### src/verilog/cpuIntPkg.sv
package cpuIntPkg;

  localparam int ADDR_W = 24;
  localparam int DATA_W = 8;

  // Kind of vector that the next vector-read cycles will fetch
  typedef enum logic [2:0]
  {
    KIND_RESET = 3'd0,
    KIND_NMI   = 3'd1,
    KIND_IRQ   = 3'd2,
    KIND_COP   = 3'd3,
    KIND_BRK   = 3'd4
  } intKind_t;

  localparam logic [DATA_W-1:0] OP_BRK = 8'h00;
  localparam logic [DATA_W-1:0] OP_COP = 8'h02;
  localparam logic [DATA_W-1:0] OP_WAI = 8'hCB;
  localparam logic [DATA_W-1:0] OP_STP = 8'hDB;

  // Address bits 23 to 4 of every vector, bank 00 and page FF
  // Bit 0 of this constant is the slot that takes the E flag
  localparam logic [19:0] VEC_HIGH = 20'h00FFE;

  // Vector slot codes, address bits 3 to 1
  localparam logic [2:0] VEC_RESET      = 3'b110;
  localparam logic [2:0] VEC_NMI        = 3'b101;
  localparam logic [2:0] VEC_IRQ        = 3'b111;
  localparam logic [2:0] VEC_COP        = 3'b010;
  // In emulation mode the top bit of the BRK slot follows E
  localparam logic [2:0] VEC_BRK_NATIVE = 3'b011;

endpackage

### src/verilog/boundaryCtrl.sv
`timescale 1ns/10ps

module boundaryCtrl
(
  input  logic                        CLK,
  input  logic                        RST_N,
  input  logic                        en,
  input  logic                        instrEnd,
  input  logic [cpuIntPkg::DATA_W-1:0] dIn,
  input  logic                        nmiPending,
  input  logic                        irqActive,
  output logic [cpuIntPkg::DATA_W-1:0] ir,
  output logic                        intTaken,
  output logic                        execCycle,
  output logic                        nmiClear,
  output logic                        resetKind,
  output cpuIntPkg::intKind_t         kind
);

  import cpuIntPkg::*;

  logic boundary;
  logic fetchCycle;
  logic execFlag;

  assign boundary  = instrEnd & en;
  assign nmiClear  = boundary & nmiPending;
  assign resetKind = (kind == KIND_RESET);
  assign execCycle = execFlag & en;

  always_ff @(posedge CLK or negedge RST_N)
  begin
    if (!RST_N)
    begin
      intTaken   <= 1'b1;
      kind       <= KIND_RESET;
      fetchCycle <= 1'b1;
      execFlag   <= 1'b0;
      ir         <= OP_BRK;
    end
    else if (en)
    begin
      fetchCycle <= instrEnd;
      execFlag   <= fetchCycle;

      // intTaken alternates so one interrupt sequence completes before the next sample
      if (instrEnd)
      begin
        intTaken <= intTaken ? 1'b0 : (nmiPending | irqActive);
        if (!intTaken && nmiPending)
          kind <= KIND_NMI;
        else if (!intTaken && irqActive)
          kind <= KIND_IRQ;
        else
          kind <= KIND_BRK;
      end

      // Opcode capture; a taken interrupt is executed as a forced BRK
      if (fetchCycle)
      begin
        ir <= intTaken ? OP_BRK : dIn;
        if (!intTaken && dIn == OP_COP)
          kind <= KIND_COP;
        else if (!intTaken && dIn == OP_BRK)
          kind <= KIND_BRK;
      end
    end
  end

endmodule

### src/verilog/cpuIntCtrl.sv
`timescale 1ns/10ps

module cpuIntCtrl
(
  input  logic                        CLK,
  input  logic                        RST_N,
  input  logic                        ce,
  input  logic                        rdyIn,
  input  logic                        nmiN,
  input  logic                        irqN,
  input  logic                        iFlag,
  input  logic                        eFlag,
  input  logic [cpuIntPkg::DATA_W-1:0] dIn,
  input  logic                        instrEnd,
  input  logic                        vectorFetch,
  input  logic                        vecByte,
  output logic                        rdyOut,
  output logic [cpuIntPkg::DATA_W-1:0] ir,
  output logic                        intTaken,
  output logic [cpuIntPkg::ADDR_W-1:0] aOut,
  output logic                        vpbN
);

  import cpuIntPkg::*;

  logic     en;
  logic     nmiPending;
  logic     irqActive;
  logic     nmiClear;
  logic     resetKind;
  logic     execCycle;
  intKind_t kind;

  assign rdyOut = en;

  nmiIrqLatch nmiIrqLatch_inst
  (
    .CLK(CLK), .RST_N(RST_N), .ce(ce), .rdyIn(rdyIn),
    .nmiN(nmiN), .irqN(irqN), .iFlag(iFlag),
    .nmiClear(nmiClear), .resetKind(resetKind),
    .nmiPending(nmiPending), .irqActive(irqActive)
  );

  boundaryCtrl boundaryCtrl_inst
  (
    .CLK(CLK), .RST_N(RST_N), .en(en), .instrEnd(instrEnd), .dIn(dIn),
    .nmiPending(nmiPending), .irqActive(irqActive),
    .ir(ir), .intTaken(intTaken), .execCycle(execCycle),
    .nmiClear(nmiClear), .resetKind(resetKind), .kind(kind)
  );

  haltCtrl haltCtrl_inst
  (
    .CLK(CLK), .RST_N(RST_N), .ce(ce), .rdyIn(rdyIn),
    .ir(ir), .intTaken(intTaken), .execCycle(execCycle),
    .nmiPending(nmiPending), .irqN(irqN), .en(en)
  );

  vectorGen vectorGen_inst
  (
    .kind(kind), .eFlag(eFlag), .vectorFetch(vectorFetch), .vecByte(vecByte),
    .aOut(aOut), .vpbN(vpbN)
  );

endmodule

### src/verilog/haltCtrl.sv
`timescale 1ns/10ps

module haltCtrl
(
  input  logic                        CLK,
  input  logic                        RST_N,
  input  logic                        ce,
  input  logic                        rdyIn,
  input  logic [cpuIntPkg::DATA_W-1:0] ir,
  input  logic                        intTaken,
  input  logic                        execCycle,
  input  logic                        nmiPending,
  input  logic                        irqN,
  output logic                        en
);

  import cpuIntPkg::*;

  logic waiting;
  logic stopped;
  logic wake;

  // WAI wakes on the raw IRQ line, so a masked IRQ still releases it
  assign wake = rdyIn & ce & (nmiPending | ~irqN);

  always_ff @(posedge CLK or negedge RST_N)
  begin
    if (!RST_N)
    begin
      waiting <= 1'b0;
      stopped <= 1'b0;
    end
    else
    begin
      if (execCycle && !intTaken)
      begin
        if (ir == OP_WAI)
          waiting <= 1'b1;
        else if (ir == OP_STP)
          stopped <= 1'b1;
      end
      if (waiting && wake)
        waiting <= 1'b0;
    end
  end

  assign en = rdyIn & ce & ~waiting & ~stopped;

endmodule

### src/verilog/nmiIrqLatch.sv
`timescale 1ns/10ps

module nmiIrqLatch
(
  input  logic CLK,
  input  logic RST_N,
  input  logic ce,
  input  logic rdyIn,
  input  logic nmiN,
  input  logic irqN,
  input  logic iFlag,
  input  logic nmiClear,
  input  logic resetKind,
  output logic nmiPending,
  output logic irqActive
);

  logic nmiPrev;
  logic sampleEn;
  logic nmiFall;

  // NMI is sampled on every ready cycle, but not while the reset vector is pending
  assign sampleEn = rdyIn & ce & ~resetKind;

  // A held-low line gives one edge only, since nmiPrev follows the line
  assign nmiFall = ~nmiN & nmiPrev;

  always_ff @(posedge CLK or negedge RST_N)
  begin
    if (!RST_N)
    begin
      nmiPrev    <= 1'b1;
      nmiPending <= 1'b0;
    end
    else if (sampleEn)
    begin
      nmiPrev <= nmiN;
      if (nmiFall && !nmiPending)
      begin
        nmiPending <= 1'b1;
      end
      else if (nmiClear)
      begin
        nmiPending <= 1'b0;
      end
    end
  end

  // IRQ is level sensitive and masked by the I flag
  assign irqActive = ~irqN & ~iFlag;

endmodule

### src/verilog/vectorGen.sv
`timescale 1ns/10ps

module vectorGen
(
  input  cpuIntPkg::intKind_t         kind,
  input  logic                        eFlag,
  input  logic                        vectorFetch,
  input  logic                        vecByte,
  output logic [cpuIntPkg::ADDR_W-1:0] aOut,
  output logic                        vpbN
);

  import cpuIntPkg::*;

  logic [2:0]        slot;
  logic [ADDR_W-1:0] vecAddr;

  always_comb
  begin
    case (kind)
      KIND_RESET:
        slot = VEC_RESET;
      KIND_NMI:
        slot = VEC_NMI;
      KIND_IRQ:
        slot = VEC_IRQ;
      KIND_COP:
        slot = VEC_COP;
      default:
        // BRK moves from FFE6 to FFFE in emulation mode
        slot = VEC_BRK_NATIVE | {eFlag, 2'b00};
    endcase
  end

  // E selects the emulation-mode vector page half at bit 4
  assign vecAddr = {VEC_HIGH[19:1], eFlag, slot, vecByte};

  // Outside the vector cycles the address bus belongs to the sequencer
  assign aOut = vectorFetch ? vecAddr : '0;

  assign vpbN = ~vectorFetch;

endmodule
### config.mk
export PLATFORM = sky130hd
export DESIGN_NAME = cpuIntCtrl
export DESIGN_NICKNAME = d
export VERILOG_FILES = /design/src/verilog/cpuIntPkg.sv /design/src/verilog/boundaryCtrl.sv /design/src/verilog/cpuIntCtrl.sv /design/src/verilog/haltCtrl.sv /design/src/verilog/nmiIrqLatch.sv /design/src/verilog/vectorGen.sv
export SDC_FILE = /design/constraint.sdc
export NUM_CORES = 1
export LEC_CHECK = 0
export BUFFER_PORTS_ARGS = -buffer_cell sky130_fd_sc_hd__buf_2
export CAP_MARGIN = 10
export CORE_UTILIZATION = 40
export DETAILED_ROUTE_END_ITERATION = 6
export GPL_TIMING_DRIVEN = 0
export PLACE_DENSITY = 0.79
export REMOVE_ABC_BUFFERS = 1
export SETUP_SLACK_MARGIN = 0.02
export SLEW_MARGIN = 30
export SYNTH_ARGS = -nofsm -noshare
export SYNTH_HDL_FRONTEND = slang
export SYNTH_SLANG_ARGS = --single-unit
export TNS_END_PERCENT = 30
### constraint.sdc
create_clock -name CLK -period 5 [get_ports CLK]
set_clock_uncertainty 0.1 [all_clocks]
set_input_delay 0.25 -clock CLK [delete_from_list [all_inputs] [get_ports CLK]]
set_output_delay 0.25 -clock CLK [all_outputs]
set_load 0.02 [all_outputs]
---- After elaboration in Yosys (flattened, before gate mapping) ----
Index checks and enable logic that the tools add are counted.
operators by class
  equality and inequality tests ........... 6
  mux-type cells .......................... 15
  bitwise logic cells ..................... 20
  reduce and logical (&&, ||, !) cells .... 19
operators by type and width
  kind                                                              number
  3-bit two-way mux                                                 6
  8-bit == test (second input constant)                             2
  16-bit two-way mux                                                1
  3-bit case mux with 4 select lines                                1
  1-bit AND                                                         10
  8-bit by 2-bit == test with 1-bit output (second input constant)  1
  8-bit zero test                                                   1
  8-bit two-way mux                                                 1
  1-bit inverter                                                    8
  2-bit AND reduction                                               4
  1-bit logical AND                                                 7
  3-bit by 2-bit == test with 1-bit output (second input constant)  2
  1-bit two-way mux                                                 6
  2-bit nonzero test                                                3
  3-bit by 1-bit == test with 1-bit output (second input constant)  1
  3-bit zero test                                                   1
  3-bit AND reduction                                               1
  1-bit zero test                                                   2
  1-bit bitwise OR                                                  2
word-level totals
  flip-flop bits (word level) ............. 18
  input bits .............................. 19
  output and inout bits ................... 35
  word-level logic and storage cells ...... 69

---- Logic depth before layout (Yosys ltp) ----
Gate-level depths: netlist (run 1).
  depth in word-level cells ............... 9
  gate-level depth with buffers ........... 6
  depth with buffers taken out ............ 5

---- By module ----
From an unflattened synthesis (run 1), not the netlist that was laid out.
unflattened totals
  cells, all modules ...................... 123
  area, all modules ....................... 1,121.1 um^2
modules (own cells, without submodules)
  module        times used  cells an instance  area an instance (um^2)  seq. area each (um^2)
  boundaryCtrl  1           72                 694.4                    352.8
  vectorGen     1           30                 203.9                    0.0
  haltCtrl      1           13                 122.6                    50.0
  nmiIrqLatch   1           8                  100.1                    51.3

---- Worst setup path before layout (run 1) ----
OpenSTA, ideal clock, no wires.
  path kind ............................... reg2reg
  start ................................... reg boundaryCtrl_inst.fetchCycle
  end ..................................... reg boundaryCtrl_inst.kind[1]
  setup time .............................. 0.126 ns
  arrival time ............................ 1.368 ns
  required time ........................... 4.774 ns
  setup slack ............................. 3.406 ns
  cell stages (with the launch flop) ...... 5
  path buffers ............................ 0
  period minus slack after synthesis ...... 1.594 ns
  cells stage by stage .................... dfstp_2 > nor4b_2 > nand2_1 > o31a_1 > a221o_1
between the ends
  word-level cells in the longest chain between the ends .. 1
ends and longest elaborated chain
  what                      RTL line            source
  start: declaration        boundaryCtrl.sv:23  logic fetchCycle;
  start signal: assignment  boundaryCtrl.sv:43  fetchCycle <= instrEnd;
  3-bit two-way mux         boundaryCtrl.sv:59  if (fetchCycle)
  end signal: assignment    boundaryCtrl.sv:55  kind <= KIND_BRK;
  end signal: assignment    boundaryCtrl.sv:63  kind <= KIND_COP;
  end signal: assignment    boundaryCtrl.sv:65  kind <= KIND_BRK;
  end: declaration          boundaryCtrl.sv:17  output cpuIntPkg::intKind_t kind
Every way passes these cells.
A chain may end at the register's enable or synchronous reset.

---- Worst setup path in the final report (run 1) ----
Ends and elaborated chain as after synthesis.

==> results of run 1 <==
==> worst max-delay path: stages (launching register included) <==
cell     delay, ns
dfstp_2       0.55
nor4b_2       0.18
nand2_1       0.13
o31a_1        0.29
a221o_1       0.35
==> state kept, by name, indices dropped and copies added, names as in the netlist <==
signal and count:
boundaryCtrl_inst.fetchCycle 1, boundaryCtrl_inst.execFlag 1, boundaryCtrl_inst.kind 3, haltCtrl_inst.waiting 1, nmiIrqLatch_inst.nmiPending 1, boundaryCtrl_inst.intTaken 1
haltCtrl_inst.stopped 1, boundaryCtrl_inst.ir 8, nmiIrqLatch_inst.nmiPrev 1
==> power by group through the flow <==
stage / Clock (mW) / Sequential, mW / Combinational, mW
2_1_floorplan: 0 / 0.256 / 0.0878
3_3_place_gp: 0 / 0.230 / 0.182
3_5_place_dp: 0 / 0.232 / 0.187
4_1_cts: 0.0917 / 0.230 / 0.188
5_1_grt: 0.0981 / 0.238 / 0.206
6_report: 0.0878 / 0.231 / 0.185
==> worst paths after layout <==
kind                            depth (start not counted)  slack [ns]                          from                            to
max in group asynchronous                               2        4.18                         RST_N    boundaryCtrl_inst.intTaken
worst max register to register                          4        3.30  boundaryCtrl_inst.fetchCycle     boundaryCtrl_inst.kind[1]
worst min register to register                          2        0.38  boundaryCtrl_inst.fetchCycle  boundaryCtrl_inst.fetchCycle
worst min-delay path                                    2        0.11                          nmiN      nmiIrqLatch_inst.nmiPrev
worst max-delay path                                    4        3.30  boundaryCtrl_inst.fetchCycle     boundaryCtrl_inst.kind[1]
min in group asynchronous                               2        0.31                         RST_N       boundaryCtrl_inst.ir[1]
==> layout make-up <==
| type | count | area, µm² |
|---|---|---|
| fill | 221 | 1110 |
| sequential | 18 | 454.2 |
| multi-input combinational | 76 | 432.9 |
| timing repair buffer | 46 | 235.2 |
| clock buffer | 4 | 36.28 |
| tap | 28 | 35.03 |
| inverter | 4 | 15.01 |
==> routing by layer <==
metal | up-vias | GRT usage
met1 | 387 | 0.1957
met2 | 52 | 0.2785
li1 | 433 | -
met5 | - | 0
met3 | 0 | 0.04348
met4 | 0 | 0.01316
==> cell usage in the layout, fill, tap and decap left out, drive strengths merged, types with 2 or more instances in the layout <==
master  instances
a21oi           2
a221o           2
and2            2
buf            45
clkbuf          4
conb            8
dfrtp          15
dfstp           3
inv             3
nand2          27
nand3           2
nor2            2
nor3            2
o21ai          12
==> through the flow <==
step / power, mW / cells
after floorplan: 0.3434 / 98
after global placement: 0.4118 / 171
after detailed placement: 0.4190 / 171
after CTS: 0.5097 / 176
after global routing: 0.5423 / 176
final: 0.5036 / 176
==> cell usage after synthesis <==
cell type | number | area (µm²)
a21oi_1 | 2 | 10.01
a221o_1 | 2 | 20.02
a221oi_1 | 1 | 8.760
a31oi_1 | 1 | 6.260
a41o_1 | 1 | 10.01
and2_1 | 2 | 12.51
and3_2 | 1 | 7.510
and4_1 | 1 | 8.760
buf_4 | 19 | 142.6
clkbuf_1 | 1 | 3.750
clkinv_1 | 1 | 3.750
conb_1 | 1 | 3.750
dfrtp_1 | 15 | 375.4
dfstp_2 | 3 | 78.83
inv_1 | 2 | 7.510
inv_2 | 1 | 3.750
mux2_2 | 1 | 11.26
nand2_1 | 27 | 101.4
nand3_1 | 2 | 10.01
nand4bb_4 | 1 | 27.53
nor2_1 | 2 | 7.510
nor2b_1 | 1 | 6.260
nor3_1 | 2 | 10.01
nor3b_1 | 1 | 7.510
nor4_2 | 1 | 12.51
nor4b_2 | 1 | 15.01
nor4bb_1 | 1 | 10.01
o21ai_0 | 12 | 60.06
o21bai_1 | 1 | 7.510
o22a_1 | 1 | 8.760
o31a_1 | 1 | 8.760
or3_1 | 1 | 6.260
xnor2_1 | 1 | 8.760
==> kinds of logic (layout without fill, tap and decap cells) <==
logic type	Yosys count	in the layout	share of synthesized area
buffers and inverters	24	54	0.1579
other	1	8	0.003668
AOI/OAI and AO/OA	22	22	0.1371
DFF	18	18	0.4443
muxes	1	1	0.01102
and+or+nand+nor	44	44	0.2375
xor gates and xnor gates	1	1	0.008569
==> run_results.csv, run 1 <==
group,metric,value,unit
global_route,antenna_found_initial,0,
synth,ys_seq_elements,18,
route,drt_pass1_iterations,3,
worst_setup_path,cp.required,5.08,ns
clock_network,cts.clk_slew.worst_paths,0.10,ns
route,wl_met2,860,µm
worst_setup_path,timing_worst_setup_path_type,"flop to flop",
global_route,grt_pass1_vias,747,
clock_network,numCtsBuffers,3,
pwr,p_seq_frac,0.458,
synth,netlist-cell-type-count,33,
timing,setup_ws,3.300,ns
route,vias,872,
place,port_buffers,45,
global_route,grt_max_degree,19,
clock_network,cts_hold_buf,1,
route,met3WireLength,150,µm
die,core,2318,µm²
pwr,switchingPower,0.1967,mW
place,hpwl,1528,µm
layout,n_antenna_cell,0,
pwr,vdd_drop_max,0.0002734,V
timing,finalSetupTns,0,ns
route,wl_per_cell,10.89,µm
place,place_area,1162,µm²
pwr,power.density,416.7,nW/µm²
place,routabilityCongestion,0.7528,
die,num_io_pins,54,
synth,synth_area,1022,µm²
route,viasPerCell,4.955,
layout,syn_to_final_growth,18.24,%
die,die_x,52.55,µm
die,fp.dieH,52.55,µm
die,initial_utilization,0.4409,
synth,syn_area_per_cell,9.209,µm²
synth,synth_cells,111,
clock_network,cts_setup_buffers,0,
route,drt_iter0_drc,5,
timing,fmax,588.1,MHz
layout,final_util,0.5213,
timing,setup_violations,0,
worst_setup_path,start_kind,"flop",
pwr,internal_power,0.3069,mW
clock_network,htree_levels,1,
worst_setup_path,cp_max_fo,3,
pwr,p_clk_frac,0.174,
clock_network,worst_skew_pair.late_latency,0.29,ns
clock_network,cts_buffer_depth,2,
worst_setup_path,endpoint_kind,"flop",
place,place_ws,3.316,ns
pwr,pwr-share-comb,0.368,
synth,ys_seq_area_frac,0.4443,
route,drc,0,
timing,rsz0062_at_grt,"false",
timing,fin_crit_sh,0.3401,
status,run_status,"finished clean",
timing,min_period,1.700,ns
timing,hold_viol_final,0,
worst_setup_path,cp.arrival,1.78,ns
route,wl,1916,µm
clock_network,post_cts_resize_count,0,
clock_network,cts.sinks,18,
die,floorplan.rows,17,
pwr,swShare,0.3905,
layout,nNetsFinal,168,
die,dieArea,2762,µm²
run,maxCapViolations,0,
timing,drv_slew,0,
route,m1WireLength,905,µm
clock_network,cts_tree,"built",
layout,stdcell_area,1209,µm²
clock_network,clockRootBuffer,"clkbuf_4",
timing,timing.hold.ws,0.1098,ns
global_route,grt_overflow,0,
synth,yosys_warnings,0,
route,drtAntennaViolNets,0,
global_route,grt_usage,0.1572,
global_route,grt_pass1_wl,3236,µm
route,dr.max_layer_used,"met3",
layout,drive_gt1_frac,0.3919,
pwr,leakage,0.6405,nW
min_path,hold_path.class,"input pin to flop",
(Power assumes the default switching activity.)
==> run 2, diff against run 1 <==
PLACE_DENSITY = 0.82   (was 0.79)
clock period = 1.46 ns   (was 5 ns; I/O delays follow)
==> run_results.csv, run 2 (synthesized netlist as in run 1, its figures left out) <==
group,metric,value,unit
route,vias,962,
route,wl,2187,µm
layout,final_cell_mix,"43 x buf_2, 25 x nand2_1, 14 x dfrtp_1",
route,viasPerCell,5.090,
worst_setup_path,cp_max_fo,3,
worst_setup_path,reg2reg_slack,-0.18,ns
layout,nNetsFinal,181,
pwr,switchingPower,0.7048,mW
worst_setup_path,crit_path_top_delay_cell,"dfstp_2",
pwr,finalPower,1.804,mW
worst_setup_path,cp.arrival,1.73,ns
pwr,vdd_drop_max,0.001096,V
timing,setup_violations,3,
timing,drv_slew,0,
timing,rsz0062_at_grt,"true",
clock_network,htree_levels,1,
global_route,grt_overflow,0,
worst_setup_path,path_cells,"nor4b_4 > nand2_2 > o31a_1 > a221o_1",
place,hpwl,1602,µm
place,routabilityCongestion,0.7506,
die,die_x,52.55,µm
clock_network,cts.sinks,18,
worst_setup_path,worstReg2RegEnd,"boundaryCtrl_inst.kind[0]",
pwr,pwr-share-comb,0.389,
worst_setup_path,start_kind,"flop",
global_route,grt_max_degree,19,
route,drt_iter0_drc,19,
pwr,swShare,0.3908,
worst_setup_path,timing_worst_setup_path_type,"flop to flop",
min_path,hold_path.class,"input pin to flop",
route,drtAntennaViolNets,0,
die,floorplan.rows,17,
global_route,grt_usage,0.1868,
min_path,min-delay-start,"ce",
timing,hold_viol_final,0,
route,drt_pass1_iterations,4,
pwr,internal_power,1.099,mW
worst_setup_path,reg2reg_from,"boundaryCtrl_inst.fetchCycle",
clock_network,cts_buffer_depth,2,
layout,fillers,208,
status,run_status,"finished with violations",
worst_setup_path,slowest_delay,0.55,ns
layout,syn_to_final_growth,34.15,%
clock_network,numCtsBuffers,3,
layout,n_antenna_cell,0,
timing,setup_ws,-0.1836,ns
place,place_area,1162,µm²
global_route,grt_pass1_vias,874,
global_route,antenna_found_initial,0,
layout,stdcell_area,1371,µm²
pwr,p_clk_frac,0.171,
clock_network,clockRootBuffer,"clkbuf_4",
worst_setup_path,endpoint_kind,"flop",
worst_setup_path,cp.required,1.55,ns
pwr,power.density,1315,nW/µm²
layout,drive_gt1_frac,0.4037,
die,dieArea,2762,µm²
clock_network,cts_tree,"built",
die,num_io_pins,54,
layout,largest_register_ffs,8,
run,maxCapViolations,0,
die,initial_utilization,0.4409,
die,fp.dieH,52.55,µm
timing,fmax,608.4,MHz
clock_network,worst_skew_pair.late_latency,0.29,ns
status,violations,"setup timing",
pwr,leakage,0.7103,nW
pwr,p_seq_frac,0.440,
route,drc,0,
worst_setup_path,cp-endpoint,"boundaryCtrl_inst.kind[0]",
layout,regMostFlops,"boundaryCtrl_inst.ir",
worst_setup_path,crit_start,"boundaryCtrl_inst.fetchCycle",
place,port_buffers,45,
timing,fin_crit_sh,1.126,
timing,min_period,1.644,ns
worst_setup_path,r2r_cells,4,
global_route,grt_pass1_wl,3601,µm
route,wl_per_cell,11.57,µm
layout,reg_top3,"boundaryCtrl_inst.ir (8), boundaryCtrl_inst.kind (3)",
clock_network,cts.clk_slew.worst_paths,0.10,ns
layout,layout_commonest_cell,"buf_2",
die,core,2318,µm²
## run 2: cell types whose count changed in the layout (fill, tap and decap cells not counted), sizes merged
| cell | before | now |
|---|---|---|
| buf | 45 | 46 |
| dlygate4sd3 | 1 | 13 |
## run 2: per-layer routing
layer | routed length [µm] | up-vias | part of all wire | track usage
met5 | 0 | - | 0 | 0
met4 | 41 | 0 | 0.019 | 0.09211
met3 | 179 | 4 | 0.082 | 0.04058
met2 | 1047 | 56 | 0.48 | 0.3376
met1 | 918 | 447 | 0.42 | 0.2022
li1 | - | 455 | - | -
## run 2: power groups by stage
stage | sequential (mW) | clock [mW] | combinational (mW)
finish | 0.795 | 0.308 | 0.701
global route | 0.822 | 0.341 | 0.770
CTS | 0.789 | 0.316 | 0.698
detailed placement | 0.796 | 0 | 0.645
global placement | 0.787 | 0 | 0.623
floorplan | 0.875 | 0 | 0.301
## run 2: worst min-delay path by stage
stage                                             to  cells past startpoint
after floorplan           boundaryCtrl_inst.execFlag                      0
after global placement       boundaryCtrl_inst.ir[6]                      1
after detailed placement     boundaryCtrl_inst.ir[6]                      1
after CTS                      haltCtrl_inst.waiting                      4
after global routing        nmiIrqLatch_inst.nmiPrev                      3
final                          haltCtrl_inst.waiting                      4
## run 2: what timing repair did
| action | CTS | global route |
|---|---|---|
| buffers inserted | 1 | 0 |
| endpoints found under the setup margin | 12 | 14 |
| gates resized for setup | 4 | 7 |
| hold endpoints to repair | 29 | 0 |
| pin swaps | 4 | 2 |
| hold buffers | 13 | 0 |
| cloned | 0 | 0 |
## run 2: through the flow
| stage | setup slack (ns) | setup TNS, ns | hold WS, ns | utilization | instances |
|---|---|---|---|---|---|
| 3_3_place_gp | -0.2004 | -0.5170 | -0.08951 | 0.5013 | 171 |
| 5_1_grt | -0.2477 | -0.7417 | 0.04660 | 0.5915 | 189 |
| 6_report | -0.1836 | -0.4565 | 0.04377 | 0.5915 | 189 |
| 3_5_place_dp | -0.2312 | -1.060 | -0.08036 | 0.5013 | 171 |
| 2_1_floorplan | -0.1336 | -0.3090 | -0.3226 | - | 98 |
| 4_1_cts | -0.2545 | -0.6594 | 0.04678 | 0.5855 | 189 |
## run 2: worst max-delay path, delay by kind of cell (launching register included)
family,cells,cell delay (ns)
and+or+nand+nor,2,0.28
DFF,1,0.55
AOI/OAI and AO/OA,2,0.61
## run 2: cell type report
cell class | instances | area, µm² | share of cell area
multi-input cells | 76 | 461.7 | 0.3367
flip-flops and latches | 18 | 455.4 | 0.3321
repair buffers | 59 | 367.9 | 0.2682
clock buffers | 4 | 36.28 | 0.02646
well taps | 28 | 35.03 | 0.02555
inverters | 4 | 15.01 | 0.01095
==> run 3, diff against run 2 <==
--- a/config.mk
+++ b/config.mk
@@ -8,5 +8,7 @@
 export BUFFER_PORTS_ARGS = -buffer_cell sky130_fd_sc_hd__buf_2
 export CAP_MARGIN = 10
-export CORE_UTILIZATION = 40
+export CELL_PAD_IN_SITES_DETAIL_PLACEMENT = 1
+export CELL_PAD_IN_SITES_GLOBAL_PLACEMENT = 2
+export CORE_UTILIZATION = 22
 export DETAILED_ROUTE_END_ITERATION = 6
 export GPL_TIMING_DRIVEN = 0
==> constraint.sdc (replaced) <==
create_clock -name CLK -period 1.46 [get_ports CLK]
set_clock_uncertainty 0.1 [all_clocks]
set_input_delay 0.219 -clock CLK [delete_from_list [all_inputs] [get_ports CLK]]
set_output_delay 0.219 -clock CLK [all_outputs]
set_load 0.02 [all_outputs]
==> run_results.csv, run 3 (synthesized netlist as in run 1, its figures left out) <==
group,metric,value,unit
status,run_status,"finished with violations",
status,violations,"setup timing",
timing,min_period,1.698,ns
place,place_ws,-0.2642,ns
timing,rsz0062_at_grt,"true",
die,num_io_pins,54,
global_route,grt_pass1_vias,820,
die,core,4414,µm²
layout,layout_commonest_cell,"buf_2",
route,vias,893,
layout,fillers,537,
min_path,hold_path.class,"input pin to flop",
route,drc,0,
route,drt_iter0_drc,15,
clock_network,cts.clk_slew.worst_paths,0.07,ns
layout,syn_to_final_growth,30.60,%
clock_network,worst_skew_pair.late_latency,0.26,ns
run,maxCapViolations,0,
timing,fin_crit_sh,1.163,
route,drtAntennaViolNets,0,
layout,reg_top3,"boundaryCtrl_inst.ir (8), boundaryCtrl_inst.kind (3)",
route,wl_per_cell,12.12,µm
place,routabilityCongestion,0.7720,
place,port_buffers,45,
clock_network,cts.sinks,18,
pwr,leakage,0.6815,nW
layout,final_cell_mix,"42 x buf_2, 25 x nand2_1, 15 x dfrtp_1",
global_route,grt_overflow,0,
route,wl,2460,µm
place,hpwl,1946,µm
die,dieArea,4923,µm²
worst_setup_path,slowest_delay,0.54,ns
layout,drive_gt1_frac,0.4570,
die,initial_utilization,0.2316,
die,fp.dieH,70.17,µm
timing,hold_viol_final,0,
die,die_x,70.17,µm
global_route,grt_usage,0.1032,
layout,regMostFlops,"boundaryCtrl_inst.ir",
pwr,power.density,1432,nW/µm²
worst_setup_path,cp.required,1.50,ns
worst_setup_path,endpoint_kind,"flop",
timing,drv_slew,0,
global_route,grt_max_degree,19,
worst_setup_path,crit_path_top_delay_cell,"dfstp_2",
die,floorplan.rows,24,
layout,largest_register_ffs,8,
route,drt_pass1_iterations,4,
clock_network,cts_tree,"built",
timing,setup_violations,3,
route,viasPerCell,4.399,
layout,n_antenna_cell,0,
worst_setup_path,cp_max_fo,3,
timing,fmax,588.9,MHz
timing,setup_ws,-0.2381,ns
layout,nNetsFinal,171,
global_route,antenna_found_initial,0,
pwr,vdd_drop_max,0.0004566,V
global_route,grt_pass1_wl,3981,µm
clock_network,htree_levels,1,
clock_network,cts_buffer_depth,2,
worst_setup_path,reg2reg_slack,-0.24,ns
worst_setup_path,cp.arrival,1.74,ns
clock_network,clockRootBuffer,"clkbuf_8",
worst_setup_path,start_kind,"flop",
worst_setup_path,path_cells,"nor4b_4 > nand2_2 > o31a_1 > a221o_1",
timing,timing.hold.ws,0.1110,ns
worst_setup_path,timing_worst_setup_path_type,"flop to flop",
clock_network,numCtsBuffers,3,
==> run 3: path summary, 6_finish.rpt <==
path | start | end | depth (start not counted)
worst min register to register | haltCtrl_inst.stopped | haltCtrl_inst.stopped | 1
max in group asynchronous | RST_N | boundaryCtrl_inst.intTaken | 2
worst min-delay path | nmiN | nmiIrqLatch_inst.nmiPrev | 2
worst max-delay path | boundaryCtrl_inst.fetchCycle | boundaryCtrl_inst.kind[0] | 4
worst max register to register | boundaryCtrl_inst.fetchCycle | boundaryCtrl_inst.kind[0] | 4
min in group asynchronous | RST_N | nmiIrqLatch_inst.nmiPending | 2
==> run 3: power by group <==
part / switching, mW / total, mW / internal [mW]
Sequential: 0.137 / 0.797 / 0.660
Clock: 0.170 / 0.410 / 0.240
Combinational: 0.425 / 0.705 / 0.280
Total: 0.732 / 1.91 / 1.18
==> run 3: metal layers <==
metal,wire length [µm],vias to the layer above,part of all wire,GRT usage
li1,-,434,-,-
met1,1088,412,0.44,0.1329
met2,1125,45,0.46,0.1613
met3,219,2,0.089,0.03608
met4,27,0,0.011,0.03333
met5,0,-,0,0
==> run 3: through the flow <==
stage / instance area, µm² / total power [mW] / util / cells / TNS (ns)
2_1_floorplan: 902.1 / 1.176 / - / 98 / -0.3090
5_1_grt: 1335 / 2.054 / 0.3024 / 203 / -1.094
3_5_place_dp: 1192 / 1.458 / 0.2701 / 195 / -1.222
3_3_place_gp: 1192 / 1.438 / 0.2701 / 195 / -1.061
6_report: 1335 / 1.912 / 0.3024 / 203 / -0.6750
4_1_cts: 1300 / 1.926 / 0.2945 / 202 / -0.7771
==> run 3: worst max-delay path: cells and delay by family, from the launching register on <==
kind | cells | cell delay (ns)
flops | 1 | 0.54
compound gates | 2 | 0.64
simple gates | 2 | 0.30
==> run 3: final cells by class <==
type | instances | area (µm²) | area share
clock buffer | 4 | 55.05 | 0.04124
timing repair buffer | 49 | 269.0 | 0.2015
sequential | 18 | 454.2 | 0.3402
tap | 52 | 65.06 | 0.04873
inverter | 4 | 17.52 | 0.01312
multi-input combinational | 76 | 474.2 | 0.3552
==> run 3: repair_timing <==
item                       in CTS  in global routing
setup endpoints to repair      15                 16
hold endpoints to repair       15                  0
gates resized for setup         9                  7
pin swaps                       5                  2
setup buffers                   2                  1
hold buffers                    1                  0
